===== src/include/osd_settings.svh =====
`ifndef OSD_SETTINGS_SVH
`define OSD_SETTINGS_SVH

// identity of this debug module, reported through registers 0 and 1
`define OSD_MODID 16'h0004
`define OSD_MODVERSION 16'h0001

// stall bit in the control/status register is writable
`define OSD_CAN_STALL 1

// width of the internal request/response value register
`define OSD_MAX_REG_SIZE 16

// external register map, four scratch registers then the write counter
`define OSD_EXT_SCRATCH_BASE 16'h0200
`define OSD_EXT_WRCOUNT_ADDR 16'h0204

`endif


===== src/hdl/dii_package.sv =====
package dii_package;

   // one data word of a debug packet
   typedef logic [15:0] dii_word;

   // module address on the debug interconnect
   typedef logic [9:0] dii_id;

   // flit of a debug stream, ready travels separately
   typedef struct packed {
      logic valid;
      logic last;
      dii_word data;
   } dii_flit;

endpackage


===== src/hdl/osd_flit_buffer.sv =====
module osd_flit_buffer (
   input logic clk,
   input logic rst,
   input dii_package::dii_flit in,
   output logic in_ready,
   output dii_package::dii_flit out,
   input logic out_ready
);
   import dii_package::*;

   dii_flit mem [2];

   logic wr_ptr;
   logic rd_ptr;
   logic [1:0] count;
   logic push;
   logic pop;

   // registered count, so out_ready never reaches in_ready combinationally
   assign in_ready = (count != 2'd2);
   assign push = in.valid & in_ready;
   assign pop = out.valid & out_ready;

   always_comb begin
      out = mem[rd_ptr];
      out.valid = (count != 2'd0);
   end

   always_ff @(posedge clk) begin
      if (rst) begin
         wr_ptr <= 1'b0;
         rd_ptr <= 1'b0;
         count <= 2'd0;
      end else begin
         if (push) begin
            wr_ptr <= ~wr_ptr;
         end
         if (pop) begin
            rd_ptr <= ~rd_ptr;
         end
         case ({push, pop})
            2'b10: count <= count + 2'd1;
            2'b01: count <= count - 2'd1;
            default: count <= count; // both or neither
         endcase
      end
   end

   always_ff @(posedge clk) begin
      if (push) begin
         mem[wr_ptr] <= in;
      end
   end

endmodule


===== src/hdl/osd_ext_regfile.sv =====
`include "osd_settings.svh"

module osd_ext_regfile (
   input logic clk,
   input logic rst,
   input logic reg_request,
   input logic reg_write,
   input dii_package::dii_word reg_addr,
   input logic [1:0] reg_size,
   input dii_package::dii_word reg_wdata,
   output logic reg_ack,
   output logic reg_err,
   output dii_package::dii_word reg_rdata
);
   import dii_package::*;

   localparam int NUM_SCRATCH = 4;

   dii_word scratch [NUM_SCRATCH];
   dii_word wr_count;

   logic take;
   logic is_scratch;
   logic is_count;
   logic access_err;
   logic [1:0] idx;

   // request still high during the ack cycle, so skip that one
   assign take = reg_request & ~reg_ack & ~reg_err;

   assign idx = reg_addr[1:0];
   assign is_scratch = (reg_addr[15:2] == 14'(`OSD_EXT_SCRATCH_BASE >> 2));
   assign is_count = (reg_addr == `OSD_EXT_WRCOUNT_ADDR);

   always_comb begin
      access_err = 1'b0;
      if (reg_size != 2'b00) begin
         access_err = 1'b1; // 16 bit only
      end
      if (!is_scratch && !is_count) begin
         access_err = 1'b1;
      end
      if (reg_write && is_count) begin
         access_err = 1'b1; // counter is read only
      end
   end

   always_ff @(posedge clk) begin
      if (rst) begin
         reg_ack <= 1'b0;
         reg_err <= 1'b0;
         wr_count <= '0;
         for (int i = 0; i < NUM_SCRATCH; i++) begin
            scratch[i] <= '0;
         end
      end else begin
         reg_ack <= take & ~access_err;
         reg_err <= take & access_err;
         if (take && !access_err && reg_write) begin
            scratch[idx] <= reg_wdata;
            wr_count <= wr_count + 16'd1;
         end
      end
   end

   always_ff @(posedge clk) begin
      if (take) begin
         reg_rdata <= is_count ? wr_count : scratch[idx];
      end
   end

endmodule


===== src/hdl/osd_regaccess.sv =====
`include "osd_settings.svh"

module osd_regaccess #(
   parameter logic [15:0] MODID = `OSD_MODID,
   parameter logic [15:0] MODVERSION = `OSD_MODVERSION,
   parameter int CAN_STALL = `OSD_CAN_STALL,
   parameter int MAX_REG_SIZE = `OSD_MAX_REG_SIZE
) (
   input logic clk,
   input logic rst,
   input dii_package::dii_id id,
   input dii_package::dii_flit debug_in,
   output logic debug_in_ready,
   output dii_package::dii_flit debug_out,
   input logic debug_out_ready,
   output logic reg_request,
   output logic reg_write,
   output dii_package::dii_word reg_addr,
   output logic [1:0] reg_size,
   output dii_package::dii_word reg_wdata,
   input logic reg_ack,
   input logic reg_err,
   input dii_package::dii_word reg_rdata,
   output logic stall
);
   import dii_package::*;

   localparam logic [1:0] REQ_SIZE_16 = 2'b00;

   localparam dii_word REG_MODID = 16'h0000;
   localparam dii_word REG_VERSION = 16'h0001;
   localparam dii_word REG_CS = 16'h0003;

   localparam logic [4:0] CS_STALL = 5'h01; // command field, bits 15..11

   typedef enum logic [3:0] {
      ST_IDLE,
      ST_START,
      ST_ADDR,
      ST_WRITE,
      ST_EXT_DATA,
      ST_EXT_REQ,
      ST_RESP_START,
      ST_RESP_SRC,
      ST_RESP_VALUE,
      ST_DROP
   } state_t;

   state_t state, nxt_state;

   logic mod_cs_stall, nxt_mod_cs_stall;

   // request fields and response data
   logic req_write, nxt_req_write;
   logic [1:0] req_size, nxt_req_size;
   dii_word req_addr, nxt_req_addr;
   logic [MAX_REG_SIZE-1:0] reqresp_value, nxt_reqresp_value;
   dii_id resp_dest, nxt_resp_dest;
   logic resp_error, nxt_resp_error;

   logic addr_is_ext;

   assign addr_is_ext = (debug_in.data[15:9] != 7'd0); // 0x200 and up
   assign stall = (CAN_STALL != 0) ? mod_cs_stall : 1'b0;

   assign reg_write = req_write;
   assign reg_addr = req_addr;
   assign reg_size = req_size;
   assign reg_wdata = reqresp_value[15:0];

   always_ff @(posedge clk) begin
      if (rst) begin
         state <= ST_IDLE;
         mod_cs_stall <= 1'b1;
      end else begin
         state <= nxt_state;
         mod_cs_stall <= nxt_mod_cs_stall;
      end
   end

   always_ff @(posedge clk) begin
      req_write <= nxt_req_write;
      req_size <= nxt_req_size;
      req_addr <= nxt_req_addr;
      reqresp_value <= nxt_reqresp_value;
      resp_dest <= nxt_resp_dest;
      resp_error <= nxt_resp_error;
   end

   always_comb begin
      nxt_state = state;
      nxt_mod_cs_stall = mod_cs_stall;
      nxt_req_write = req_write;
      nxt_req_size = req_size;
      nxt_req_addr = req_addr;
      nxt_reqresp_value = reqresp_value;
      nxt_resp_dest = resp_dest;
      nxt_resp_error = resp_error;

      debug_in_ready = 1'b0;
      debug_out = '0;
      reg_request = 1'b0;

      case (state)
         ST_IDLE: begin
            debug_in_ready = 1'b1;
            // single flit packet carries no request
            if (debug_in.valid && !debug_in.last) begin
               nxt_state = ST_START;
            end
         end
         ST_START: begin
            debug_in_ready = 1'b1;
            if (debug_in.valid) begin
               nxt_req_write = debug_in.data[12];
               nxt_req_size = debug_in.data[11:10];
               nxt_resp_dest = debug_in.data[9:0];
               nxt_resp_error = 1'b0;
               if (debug_in.data[15:14] != 2'b00) begin
                  nxt_state = debug_in.last ? ST_IDLE : ST_DROP; // not ours
               end else if (debug_in.last) begin
                  nxt_state = ST_IDLE; // no address word
               end else begin
                  nxt_state = ST_ADDR;
               end
            end
         end
         ST_ADDR: begin
            debug_in_ready = 1'b1;
            if (debug_in.valid) begin
               nxt_req_addr = debug_in.data;
               if (addr_is_ext) begin
                  if (!req_write) begin
                     nxt_state = debug_in.last ? ST_EXT_REQ : ST_DROP;
                  end else if (debug_in.last) begin
                     nxt_resp_error = 1'b1; // write without data
                     nxt_state = ST_RESP_START;
                  end else begin
                     nxt_state = ST_EXT_DATA;
                  end
               end else if (req_write) begin
                  if (req_size != REQ_SIZE_16 || debug_in.data != REG_CS) begin
                     nxt_resp_error = 1'b1;
                  end
                  if (debug_in.last) begin
                     nxt_resp_error = 1'b1;
                     nxt_state = ST_RESP_START;
                  end else begin
                     nxt_state = ST_WRITE; // data word is consumed even on error
                  end
               end else begin
                  case (debug_in.data)
                     REG_MODID: nxt_reqresp_value = MAX_REG_SIZE'(MODID);
                     REG_VERSION: nxt_reqresp_value = MAX_REG_SIZE'(MODVERSION);
                     default: nxt_resp_error = 1'b1;
                  endcase
                  if (req_size != REQ_SIZE_16) begin
                     nxt_resp_error = 1'b1;
                  end
                  nxt_state = debug_in.last ? ST_RESP_START : ST_DROP;
               end
            end
         end
         ST_WRITE: begin
            debug_in_ready = 1'b1;
            if (debug_in.valid) begin
               // only the control/status register gets here without error
               if (!resp_error) begin
                  if (debug_in.data[15:11] == CS_STALL && CAN_STALL != 0) begin
                     nxt_mod_cs_stall = debug_in.data[0];
                  end else begin
                     nxt_resp_error = 1'b1;
                  end
               end
               nxt_state = debug_in.last ? ST_RESP_START : ST_DROP;
            end
         end
         ST_EXT_DATA: begin
            debug_in_ready = 1'b1;
            if (debug_in.valid) begin
               nxt_reqresp_value = MAX_REG_SIZE'(debug_in.data);
               nxt_state = debug_in.last ? ST_EXT_REQ : ST_DROP;
            end
         end
         ST_EXT_REQ: begin
            reg_request = 1'b1;
            if (reg_ack || reg_err) begin
               nxt_reqresp_value = MAX_REG_SIZE'(reg_rdata);
               nxt_resp_error = reg_err;
               nxt_state = ST_RESP_START;
            end
         end
         ST_RESP_START: begin
            debug_out.valid = 1'b1;
            debug_out.data = {6'h00, resp_dest};
            if (debug_out_ready) begin
               nxt_state = ST_RESP_SRC;
            end
         end
         ST_RESP_SRC: begin
            debug_out.valid = 1'b1;
            debug_out.last = resp_error | req_write;
            debug_out.data = {4'h0, req_write, resp_error, id};
            if (debug_out_ready) begin
               nxt_state = (resp_error || req_write) ? ST_IDLE : ST_RESP_VALUE;
            end
         end
         ST_RESP_VALUE: begin
            debug_out.valid = 1'b1;
            debug_out.last = 1'b1;
            debug_out.data = reqresp_value[15:0];
            if (debug_out_ready) begin
               nxt_state = ST_IDLE;
            end
         end
         ST_DROP: begin
            debug_in_ready = 1'b1;
            if (debug_in.valid && debug_in.last) begin
               nxt_state = ST_IDLE;
            end
         end
         default: nxt_state = ST_IDLE;
      endcase
   end

endmodule


===== src/hdl/osd_regaccess_top.sv =====
module osd_regaccess_top (
   input logic clk,
   input logic rst,
   input dii_package::dii_id id,
   input dii_package::dii_flit debug_in,
   output logic debug_in_ready,
   output dii_package::dii_flit debug_out,
   input logic debug_out_ready,
   output logic stall
);
   import dii_package::*;

   dii_flit buf_in;
   logic buf_ready;

   // register port
   logic reg_request;
   logic reg_write;
   dii_word reg_addr;
   logic [1:0] reg_size;
   dii_word reg_wdata;
   logic reg_ack;
   logic reg_err;
   dii_word reg_rdata;

   osd_regaccess i_regaccess (
      .clk(clk),
      .rst(rst),
      .id(id),
      .debug_in(debug_in),
      .debug_in_ready(debug_in_ready),
      .debug_out(buf_in),
      .debug_out_ready(buf_ready),
      .reg_request(reg_request),
      .reg_write(reg_write),
      .reg_addr(reg_addr),
      .reg_size(reg_size),
      .reg_wdata(reg_wdata),
      .reg_ack(reg_ack),
      .reg_err(reg_err),
      .reg_rdata(reg_rdata),
      .stall(stall)
   );

   osd_ext_regfile i_regfile (
      .clk(clk),
      .rst(rst),
      .reg_request(reg_request),
      .reg_write(reg_write),
      .reg_addr(reg_addr),
      .reg_size(reg_size),
      .reg_wdata(reg_wdata),
      .reg_ack(reg_ack),
      .reg_err(reg_err),
      .reg_rdata(reg_rdata)
   );

   // response path to the debug link
   osd_flit_buffer i_buffer (
      .clk(clk),
      .rst(rst),
      .in(buf_in),
      .in_ready(buf_ready),
      .out(debug_out),
      .out_ready(debug_out_ready)
   );

endmodule


===== config.mk =====
export PLATFORM = sky130hd
export DESIGN_NAME = osd_regaccess_top
export DESIGN_NICKNAME = d
export VERILOG_FILES = /design/src/hdl/dii_package.sv /design/src/hdl/osd_flit_buffer.sv /design/src/hdl/osd_ext_regfile.sv /design/src/hdl/osd_regaccess.sv /design/src/hdl/osd_regaccess_top.sv
export VERILOG_INCLUDE_DIRS = /design/src /design/src/include
export SDC_FILE = /design/constraint.sdc
export NUM_CORES = 1
export LEC_CHECK = 0
export BUFFER_PORTS_ARGS = -buffer_cell sky130_fd_sc_hd__buf_2
export CAP_MARGIN = 20
export CORE_ASPECT_RATIO = 0.6
export CORE_MARGIN = 2
export CORE_UTILIZATION = 45
export DETAILED_ROUTE_END_ITERATION = 12
export PLACE_DENSITY = 0.63
export RECOVER_POWER = 25
export SYNTH_ARGS = -nofsm -noshare
export SYNTH_HDL_FRONTEND = slang
export SYNTH_HIERARCHICAL = 1
export SYNTH_SLANG_ARGS = --single-unit

===== constraint.sdc =====
create_clock -name clk -period 6.1 [get_ports clk]
set_clock_uncertainty 0.2 [all_clocks]
set_input_delay 1.22 -clock clk [delete_from_list [all_inputs] [get_ports clk]]
set_output_delay 1.22 -clock clk [all_outputs]
set_load 0.02 [all_outputs]

# Yosys cells after proc, flatten, opt, wreduce, memory -nomap -nowiden
# Memory sizes are Yosys's and may differ from the RTL's. A register that Yosys moved wholly into a read port is not among the register bits.
# Cells that the tools add are included.
[classes] n_addsub=3 eq_ne=34 mux=67 bitwise_logic=13 n_reduce_logical=32
[ops] op="$mux 16" n=7
[ops] op="$pmux 16 s3" n=2
[ops] op="$mux 4" n=18
[ops] op="$pmux 4 s10" n=1
[ops] op="$pmux 16 s2" n=1
[ops] op="$mux 1" n=30
[ops] op="$add 16x1->16 const B" n=1
[ops] op="$eq 16x1->1 const B" n=1
[ops] op="$eq 16x10->1 const B" n=1
[ops] op="$eq 4x3->1 const B" n=4
[ops] op="$logic_not 16->1" n=1
[ops] op="$ne 16x2->1 const B" n=1
[ops] op="$reduce_or 16->1" n=1
[ops] op="$eq 14x8->1 const B" n=1
[ops] op="$ne 2x2->1 const B" n=7
[ops] op="$ne 2x1->1 const B" n=6
[ops] op="$reduce_and 10->1" n=1
[ops] op="$reduce_and 9->1" n=1
[ops] op="$eq 4x2->1 const B" n=2
[ops] op="$eq 4x4->1 const B" n=2
[ops] op="$mux 2" n=4
[ops] op="$reduce_bool 2->1" n=4
[ops] op="$reduce_and 7->1" n=1
[ops] op="$reduce_bool 7->1" n=1
[ops] op="28 further kinds" n=50
[totals] regBits=89 ramBits=100 out_inout_bits=20 word_cells=166 memories=2
[mem_list] memory="i_regfile.scratch" words=4 word_bits=16 rd=1 rd_ports_with_merged_regs=1 wr=4 line_no="osd_ext_regfile.sv:19" source="dii_word scratch [NUM_SCRATCH];"
[mem_list] memory="i_buffer.mem" words=2 word_bits=18 rd=1 rd_ports_with_merged_regs=1 wr=1 line_no="osd_flit_buffer.sv:11" source="dii_flit mem [2];"

# Longest topological paths before layout
# Gate-level depths: netlist of run 1.
[logic_depth] ltp_word=13 mapped_depth=9

# Hierarchy
# The synthesis of run 1 kept the hierarchy.
[by_module_without_submodules] mod="osd_ext_regfile" instances=1 cells_each=316 area_each_um2=4519.3
[by_module_without_submodules] mod="osd_regaccess" instances=1 cells_each=208 area_each_um2=2491.1
[by_module_without_submodules] mod="osd_flit_buffer" instances=1 cells_each=77 area_each_um2=1445.1

# Worst setup path before layout of run 1
# No wires, ideal clock.
[synth_timing] kind="register to register" start="register i_regaccess.state[2]" end="memory i_regfile/scratch[3][0] (netlist name) (enable)" t_arrival_ns=3.833 t_required_ns=5.486 setup_slack_ns=1.653 path_stages_with_launch=8 path_buffers=3 period_less_slack_ns=4.447 path_cell_list="dfxtp_1 > buf_4 > nor4bb_1 > clkbuf_1 > nor3b_2 > nand2_1 > clkbuf_1 > o31ai_1"
[synth_rtl] item="from (decl)" line_no="osd_regaccess.sv:49" source="state_t state, nxt_state;"
[synth_rtl] item="from (signal assigned)" line_no="osd_regaccess.sv:76" source="state <= nxt_state;"
[synth_rtl] item="to (decl)" line_no="osd_ext_regfile.sv:19"

==> out/metrics.csv, run 1 <==
metric,value,unit
grt_pass1_vias,5188,
yosysSeqAreaShare,63.5,%
synth_edf_count,160,
synth_top_family_by_area,simple AND/OR/NAND/NOR gates,
ys_async_sr_fraction,0,%
dieHeight,110,µm
fp.dieArea,19900,µm²
grt_max_degree,30,
wirelength,20.8,mm
crit_path_max_incr_delay,0.80,ns
syn-num-nets,634,
core_area,18300,µm²
cts.clk_slew.worst_paths,0.08,ns
synth.mux.area_fraction,8.91,%
insertion_delay,0.43,ns
cts-htree-levels,4,
synthToLayoutAreaGrowth,13.1,%
timing.final.crit_period,4.31,ns
ios,51,
n_antenna_cell,0,
crit_path_max_fanout,22,
cts_repair_resize_count,0,
clk_path_buf_depth,2,
violations,capacitance limit,
p_sw,934,µW
final_common_cell,edfxtp_1,
cts_tree,built,
slew_violations,0,
synthesis.area,8460,µm²
gp_congestion,0.873,
intPower,2250,µW
endpoint_kind,flop,
first_iter_violations,551,
avgViaCountPerCell,5.94,
worstPathArrival,4.17,ns
grt_setup_unrepaired,no,
fin_crit_sh,70.6,%
port_buffers,50,
path_cells,nor4bb_1 -> clkbuf_1 -> nor3b_1 -> buf_4 -> nand4_2 -> nor4b_2 -> buf_4 -> or2_2,
synthTopCellsByArea,"edfxtp_1 57%, dfxtp_1 6.6%, and2_1 5.1%",
criticalPathCategory,flop to flop,
hpwlAfterDp,14.5,mm
synth_compound_area_share,8.43,%
p_seq_share,51.5,%
setup_viol,0,
cap_violations,1,
status,"complete, but fails checks",
leakage,0.00326,µW
dr.pass1.iters,5,
hold_path_class,flop to flop,
cts_made_buffers,17,
avgSynthCellArea,14.1,µm²
synth_adder_area_share,0.414,%
synth_top_cell_by_area,edfxtp_1,
combPwrFrac,13.5,%
final_area,9560,µm²
ys_types,64,
setup_tns,0,ns
critPathMostFrequentCell,buf_4,
ys.flop_type,edfxtp_1,
antenna_found_initial,0,
cts_hold_buffers,0,
critPathSlowestCell,clkbuf_1,
final_cell_mix,"160 x edfxtp_1, 66 x and2_1, 35 x nand2_1",
cellPowerDensity,333,nW/µm²
cts_num_sinks,188,
start_util,46.3,%
yosys_warnings,6,
worst_ep_required_time,5.96,ns
postSynthCellCount,601,
grt_pass1_wl,31.4,mm
rows,38,
root_buffer,clkbuf_16,
peakVddDrop,144,µV
synth_seq_cells,188,
drive_above_1_share,22.6,%
yosys.area_share.xor_xnor,0.311,%
die_w,181,µm
tightest_slew,1.49,ns
start_kind,flop,
postRouteAntennaNets,0,
p_sw_share,29.4,%
place_area,9000,µm²
layout.nets,688,
grt_overflow,0,
hold_viol_final,0,
drc_errors,0,
wl_per_cell,23.0,µm
slew_headroom,0.751,%
grt.total_usage,21.6,%
max_clock_freq,232,MHz
postCtsSetupBuffers,0,
synthSimpleGateAreaFrac,16.1,%
yosys.area.top_type_share,56.8,%
clkPwrFrac,35.0,%
routed-via-count,5397,
[per-layer routing]
layer  share of wire [%]  track usage (%)  wire, µm  vias to the layer above
li1                    -                -         -                     2449
met1                  49             33.4     10200                     2707
met2                  41             29.3      8520                      228
met3                 9.4             5.95      1970                       13
met4                0.72             6.56       150                        0
met5                   0                0         0                        -
[Yosys cell counts (7+ instances only)]
master,count
a22o_1,17
inv_1,13
mux2_2,34
a21oi_1,17
nand3_1,15
or4_1,13
dfxtp_1,28
nand2b_1,7
and2_1,69
clkbuf_1,20
a22oi_1,12
nor2_1,17
o21ai_0,10
mux4_2,16
nor3_1,7
nand2_1,35
edfxtp_1,160
o31ai_1,17
nand4_1,7
[stage by stage]
stage	hold slack (ns)	util [%]	power (µW)	cells	setup WS, ns
2_1_floorplan	0.248	-	1930	601	1.65
3_3_place_gp	0.257	49.2	2090	874	2.31
3_5_place_dp	0.270	49.3	2100	875	2.26
4_1_cts	0.281	52.7	3200	907	2.32
5_1_grt	0.327	52.4	3310	908	1.53
6_report	0.292	52.4	3180	908	1.79
[flip-flops by register name (all words and copies together), names as in the netlist, named ones only]
register,flops
i_buffer/count,2
i_buffer/mem,34
i_buffer/rd_ptr,1
i_buffer/wr_ptr,1
i_regaccess/reg_addr,16
i_regaccess/reg_size,2
i_regaccess/reg_wdata,16
i_regaccess/reg_write,1
i_regaccess/resp_dest,10
i_regaccess/resp_error,1
i_regaccess/stall,1
i_regaccess/state,4
i_regfile/reg_ack,1
i_regfile/reg_err,1
i_regfile/reg_rdata,16
i_regfile/scratch,64
i_regfile/wr_count,16
[kinds of logic after synthesis]
group | count (synthesis)
AND/OR/NAND/NOR | 215
flip-flops | 188
AO/OA/AOI/OAI | 98
multiplexers | 51
buffers and inverters | 43
XOR/XNOR | 3
adder cells (fa/ha/maj) | 3
[critical path, delay by kind of cell, from the launching register on]
family | cells | cell delay (ns)
buffers and inverters | 3 | 1.41
DFF | 1 | 0.71
and+or+nand+nor | 5 | 1.60
[layout make-up]
cell class / count / area (µm²)
Timing Repair Buffer: 65 / 340
Fill cell: 1548 / 8700
Inverter: 13 / 48.8
Tap cell: 240 / 300
Multi-Input combinational cell: 370 / 2890
Clock buffer: 17 / 425
Sequential cell: 188 / 5370
Clock inverter: 15 / 190
[worst paths after layout]
path                                              from                       to  slack (ns)  cells after the start
worst max-delay path              i_regaccess/state[2]  i_regfile/scratch[2][0]        1.79                      8
worst min-delay path            i_regfile/wr_count[15]   i_regfile/wr_count[15]        0.29                      2
worst max register to register    i_regaccess/state[2]  i_regfile/scratch[2][0]        1.79                      8
worst min register to register  i_regfile/wr_count[15]   i_regfile/wr_count[15]        0.29                      2
[power groups by stage]
stage	clock network [µW]	logic (µW)	registers, µW
finish	1110	431	1640
global route	1190	465	1650
CTS	1130	436	1640
detailed placement	0	434	1670
global placement	0	425	1660
floorplan	0	342	1580
(Power assumes the default switching activity.)
==> run 2, diff against run 1 <==
==> constraint.sdc (replaced) <==
create_clock -name clk -period 4.1 [get_ports clk]
set_clock_uncertainty 0.2 [all_clocks]
set_input_delay 0.82 -clock clk [delete_from_list [all_inputs] [get_ports clk]]
set_output_delay 0.82 -clock clk [all_outputs]
set_load 0.02 [all_outputs]
==> out/metrics.csv, run 2 (synthesized netlist as in run 1, its figures left out) <==
metric,value,unit,change
antenna_found_initial,1,,+1
wl_per_cell,23.0,µm,+0.13%
cts.clk_slew.worst_paths,0.08,ns,about the same
postRouteAntennaNets,0,,unchanged
path_cells,nor4bb_1 -> nor3b_1 -> buf_4 -> nand2_1 -> buf_4 -> o31ai_2 -> buf_12,,
critPathMostFrequentCell,buf_4,,
setup_tns,0,ns,unchanged
drive_above_1_share,22.3,%,-0.32 points
r2r_start,i_regaccess/state[2],,
die_w,181,µm,unchanged
layout.nets,693,,+0.73%
grt_util_met1,33.2,%,-0.20 points
ff2ff_setup_slack,0.72,ns,-1.08 ns
max_clock_freq,296,MHz,+27%
postCtsSetupBuffers,0,,unchanged
fin_crit_sh,82.5,%,+12 points
worst_ep_required_time,4.04,ns,-1.92 ns
n_antenna_cell,0,,unchanged
fp.dieArea,19900,µm²,unchanged
holdPathStages,2,,unchanged
pre_cts_ws,0.670,ns,-1.59 ns
grt_max_degree,29,,-3.3%
port_buffers,50,,unchanged
grt_overflow,0,,unchanged
cts_repair_resize_count,0,,unchanged
avgViaCountPerCell,6.02,,+1.2%
r2r_end,i_regfile/scratch[3][5],,
dr.pass1.iters,5,,unchanged
grt.total_usage,21.4,%,-0.23 points
crit_path_max_incr_delay,0.71,ns,-0.09 ns
worstPathArrival,3.32,ns,-0.85 ns
multi_input_comb_area,2880,µm²,-0.43%
largest_registers,"i_regfile/scratch: 64 flops, i_buffer/mem: 34 flops",,
grt_pass1_wl,31.3,mm,-0.44%
drc_errors,0,,unchanged
rows,38,,unchanged
cts-htree-levels,4,,unchanged
first_iter_violations,698,,+27%
met2_usage,30.1,%,+0.77 points
cts_tree,built,,
crit_cells,7,,-1
wirelength,21.0,mm,+0.68%
ios,51,,unchanged
critPathSlowestCell,dfxtp_1,,
violations,"capacitance limit, slew limit",,
cellPowerDensity,494,nW/µm²,+49%
start_util,46.3,%,unchanged
start_kind,flop,,
hold_viol_final,0,,unchanged
hold_end,i_regfile/wr_count[15],,
setup_viol,0,,unchanged
met3_usage,5.58,%,-0.36 points
setup_ws,0.716,ns,-1.08 ns
timing.final.crit_period,3.38,ns,-0.923 ns
slew_headroom,-2.12,%,-2.9 points
regArea,5370,µm²,unchanged
cts_made_buffers,17,,unchanged
crit_start,i_regaccess/state[2],,
cts_hold_buffers,0,,unchanged
crit_path_max_fanout,20,,-9.1%
endpoint_kind,flop,,
peakVddDrop,337,µV,+130%
largest_reg_flops,64,,unchanged
final_cell_mix,"160 x edfxtp_1, 66 x and2_1, 35 x nand2_1",,
path_delay_family,simple AND/OR/NAND/NOR gates,,
clk_path_buf_depth,2,,unchanged
hold_path_class,flop to flop,,
synthToLayoutAreaGrowth,13.3,%,
cts_num_sinks,188,,unchanged
top_register,i_regfile/scratch,,
final_common_cell,edfxtp_1,,
routed-via-count,5492,,+1.8%
cap_violations,1,,unchanged
power,4740,µW,+49%
slew_violations,9,,+9
tightest_slew,1.51,ns,+0.0218 ns
criticalPathCategory,flop to flop,,
insertion_delay,0.43,ns,about the same
status,"complete, but fails checks",,
core_area,18300,µm²,unchanged
path_buf_inv,3,,unchanged
root_buffer,clkbuf_16,,
busiest_layer,met1,,
leakage,0.00327,µW,+0.30%
r2r_cells,7,,-1
hpwlAfterDp,14.6,mm,+0.92%
grt_pass1_vias,5296,,+2.1%
grt_setup_unrepaired,no,,
gp_congestion,0.884,,+1.2%
min_from,i_regfile/wr_count[15],,
dieHeight,110,µm,unchanged
nFillCells,1558,,+0.65%
[run 2: per-stage QoR]
step	hold WS (ns)	std cells	instance area [µm²]	util, %
floorplan	0.248	601	8470	-
global placement	0.258	881	9050	49.6
detailed placement	0.291	881	9050	49.6
CTS	0.300	913	9660	52.9
global route	0.316	913	9580	52.5
finish	0.299	913	9580	52.5
[run 2: final cells by class]
cell class | count | share of cell area, %
Clock buffer | 17 | 4.44
Timing Repair Buffer | 70 | 3.87
Clock inverter | 15 | 1.96
Sequential cell | 188 | 56.0
Tap cell | 240 | 3.14
Multi-Input combinational cell | 370 | 30.1
Inverter | 13 | 0.510
[run 2: power by group]
part           internal (µW)  leakage [µW]  switching (µW)
registers               2260       0.00176             166
clock network            831      0.000298             827
logic                    249       0.00121             400
total                   3340       0.00327            1390
[run 2: how the worst max path moves through the flow]
stage          slack, ns                       end
2_1_floorplan       0.13   i_regfile/scratch[3][0]
5_1_grt             0.55   i_regfile/scratch[3][3]
3_3_place_gp        0.72  i_regaccess/reg_wdata[4]
3_5_place_dp        0.67  i_regaccess/reg_wdata[4]
6_report            0.72   i_regfile/scratch[3][5]
4_1_cts             0.94   i_regfile/scratch[3][5]
[run 2: layer usage]
| layer | part of all wire, % | wire [µm] |
|---|---|---|
| met2 | 42 | 8880 |
| met4 | 0.71 | 148 |
| met1 | 47 | 9880 |
| met5 | 0 | 0 |
| met3 | 9.9 | 2070 |
[run 2: worst reg2reg max path: stages (launching register included)]
cell and delay, ns:
dfxtp_1 0.71, nor4bb_1 0.43, nor3b_1 0.48, buf_4 0.28, nand2_1 0.07, buf_4 0.19
o31ai_2 0.50, buf_12 0.22
==> run 3, diff against run 2 <==
--- a/config.mk
+++ b/config.mk
@@ -6,13 +6,14 @@
 export SDC_FILE = /design/constraint.sdc
 export NUM_CORES = 1
 export LEC_CHECK = 0
+export ABC_AREA = 1
 export BUFFER_PORTS_ARGS = -buffer_cell sky130_fd_sc_hd__buf_2
 export CAP_MARGIN = 20
 export CORE_ASPECT_RATIO = 0.6
 export CORE_MARGIN = 2
 export CORE_UTILIZATION = 45
 export DETAILED_ROUTE_END_ITERATION = 12
-export PLACE_DENSITY = 0.63
+export PLACE_DENSITY = 0.65
 export RECOVER_POWER = 25
 export SYNTH_ARGS = -nofsm -noshare
 export SYNTH_HDL_FRONTEND = slang
==> constraint.sdc (replaced) <==
create_clock -name clk -period 2.7 [get_ports clk]
set_clock_uncertainty 0.2 [all_clocks]
set_input_delay 0.54 -clock clk [delete_from_list [all_inputs] [get_ports clk]]
set_output_delay 0.54 -clock clk [all_outputs]
set_load 0.02 [all_outputs]
==> out/metrics.csv, run 3 <==
metric,value,unit,change
status,finished clean,,
place_area,9450,µm²,+4.5%
power,6070,µW,+28%
regArea,5370,µm²,about the same
yosysSeqAreaShare,61.4,%,-2.1 points
cellPowerDensity,610,nW/µm²,+23%
yosys_warnings,6,,unchanged
n_antenna_cell,0,,unchanged
grt_pass1_wl,34.7,mm,+11%
largest_reg_flops,64,,unchanged
dr.pass1.iters,5,,unchanged
nFillCells,1742,,+12%
final_common_cell,nand2_1,,
synth_top_cell_by_area,edfxtp_1,,
fp.dieArea,20600,µm²,+3.3%
start_util,46.0,%,-0.36 points
leakage,0.00357,µW,+9.4%
fin_crit_sh,93.4,%,+11 points
ys_types,37,,-42%
syn-num-nets,922,,+45%
hold_viol_final,0,,unchanged
port_buffers,50,,unchanged
first_iter_violations,858,,+23%
antenna_found_initial,0,,-1
setup_viol,0,,unchanged
worstPathArrival,2.48,ns,-0.84 ns
start_kind,flop,,
gp_congestion,0.902,,+2.0%
wirelength,22.6,mm,+7.9%
synth_edf_count,160,,unchanged
synthesis.area,8740,µm²,+3.4%
routed-via-count,6592,,+20%
cts-htree-levels,4,,unchanged
synthTopCellsByArea,"edfxtp_1 55%, nand2_1 7.1%, nor2_1 6.5%",,
postSynthCellCount,889,,+48%
layout.nets,993,,+43%
ys_async_sr_fraction,0,%,unchanged
avgViaCountPerCell,5.41,,-10%
die_w,184,µm,+1.7%
synth_seq_cells,188,,unchanged
multi_input_comb_area,2890,µm²,+0.48%
max_clock_freq,397,MHz,+34%
holdPathStages,1,,-1
cts_hold_buffers,0,,unchanged
rows,39,,+2.6%
ff2ff_setup_slack,0.18,ns,-0.54 ns
largest_registers,"i_regfile/scratch: 64 flops, i_buffer/mem: 34 flops",,
avgSynthCellArea,9.84,µm²,-30%
tightest_slew,0.776,ns,-0.735 ns
synthToLayoutAreaGrowth,13.6,%,
slew_violations,0,,-9
criticalPathCategory,flop to flop,,
ys_top_cells_by_count,"165 x nand2_1, 160 x edfxtp_1, 152 x nor2_1",,
drive_above_1_share,14.8,%,-7.5 points
ios,51,,unchanged
wl_per_cell,18.6,µm,-19%
worst_ep_required_time,2.66,ns,-1.38 ns
grt_overflow,0,,unchanged
slew_headroom,48.3,%,+50 points
yosysMostFrequentCell,nand2_1,,
final_area,9940,µm²,+3.8%
hpwlAfterDp,16.3,mm,+11%
endpoint_kind,flop,,
cap_violations,0,,-1
insertion_delay,0.45,ns,+0.02 ns
crit_path_max_fanout,16,,-20%
cts_made_buffers,17,,unchanged
cts.clk_slew.worst_paths,0.07,ns,about the same
postRouteAntennaNets,0,,unchanged
final_cell_mix,"167 x nand2_1, 160 x edfxtp_1, 152 x nor2_1",,
grt_pass1_vias,6128,,+16%
ys.flop_type,edfxtp_1,,
clk_path_buf_depth,2,,unchanged
grt_max_degree,36,,+24%
timing.final.crit_period,2.52,ns,-0.863 ns
yosys.area.top_type_share,54.9,%,-1.9 points
peakVddDrop,449,µV,+33%
grt.total_usage,23.0,%,+1.6 points
grt_setup_unrepaired,no,,
cts_num_sinks,188,,unchanged
top_register,i_regfile/scratch,,
hold_path_class,input pin to flop,,
drc_errors,0,,unchanged
root_buffer,clkbuf_16,,
core_area,19000,µm²,+4.2%
cts_tree,built,,
r2r_cells,7,,unchanged
dieHeight,112,µm,+1.6%
## run 3: layout make-up
cell class	count	share of cell area, %
clock buffers	19	4.36
clock inverters	13	1.13
inverters	94	3.60
multi-input cells	577	29.1
flip-flops and latches	188	54.0
well taps	246	3.10
repair buffers	82	4.68
## run 3: path summary, 6_finish.rpt
check / from / end
worst max-delay path: i_regaccess/state[2] / i_regaccess/reg_wdata[2]
worst min-delay path: debug_in[15] / i_regaccess/reg_addr[15]
worst max register to register: i_regaccess/state[2] / i_regaccess/reg_wdata[2]
worst min register to register: i_regfile/wr_count[3] / i_regfile/wr_count[3]
## run 3: kinds of logic after synthesis
kind of cell	Yosys count	share of synthesized area, %
compound gates	120	7.51
xor+xnor	7	0.701
fa+ha+maj	2	0.286
buf+inv	124	6.04
flops	188	61.4
mux	19	2.86
simple gates	429	21.2
## run 3: worst max-delay path, cell delays in order, from the launching register on
cell and delay (ns):
dfxtp_2 0.33, clkbuf_1 0.18, nor2_1 0.49, nand2_1 0.32, nor2_1 0.24, nand3b_1 0.12, a21oi_2 0.18, buf_12 0.17
## run 3: layer usage
layer / vias to the layer above / GRT usage, % / share of wire (%)
met1: 3108 / 37.9 / 50
met4: 0 / 6.35 / 1.0
met3: 14 / 6.74 / 11
li1: 3159 / - / -
met5: - / 0 / 0
met2: 311 / 28.4 / 37
## run 3: per-stage QoR
stage / setup slack, ns / util, % / cells / hold slack, ns / TNS [ns]
floorplan: -0.318 / - / 889 / 0.254 / -17.88
global placement: 0.285 / 49.7 / 1187 / 0.253 / 0
detailed placement: 0.195 / 49.7 / 1187 / 0.267 / 0
CTS: 0.179 / 52.5 / 1219 / 0.0716 / 0
global route: 0.0319 / 52.2 / 1219 / 0.0767 / 0
finish: 0.179 / 52.2 / 1219 / 0.0860 / 0
## run 3: power by group
group	leakage (µW)	switching (µW)	internal [µW]	total, µW
sequential	0.00176	29.3	3220	3240
combinational	0.00155	315	141	456
clock	0.000263	1160	1210	2370
## run 3: what timing repair did
item	CTS	global route
resized for setup	0	2
endpoints found under the setup margin	0	16
buffers inserted	0	0
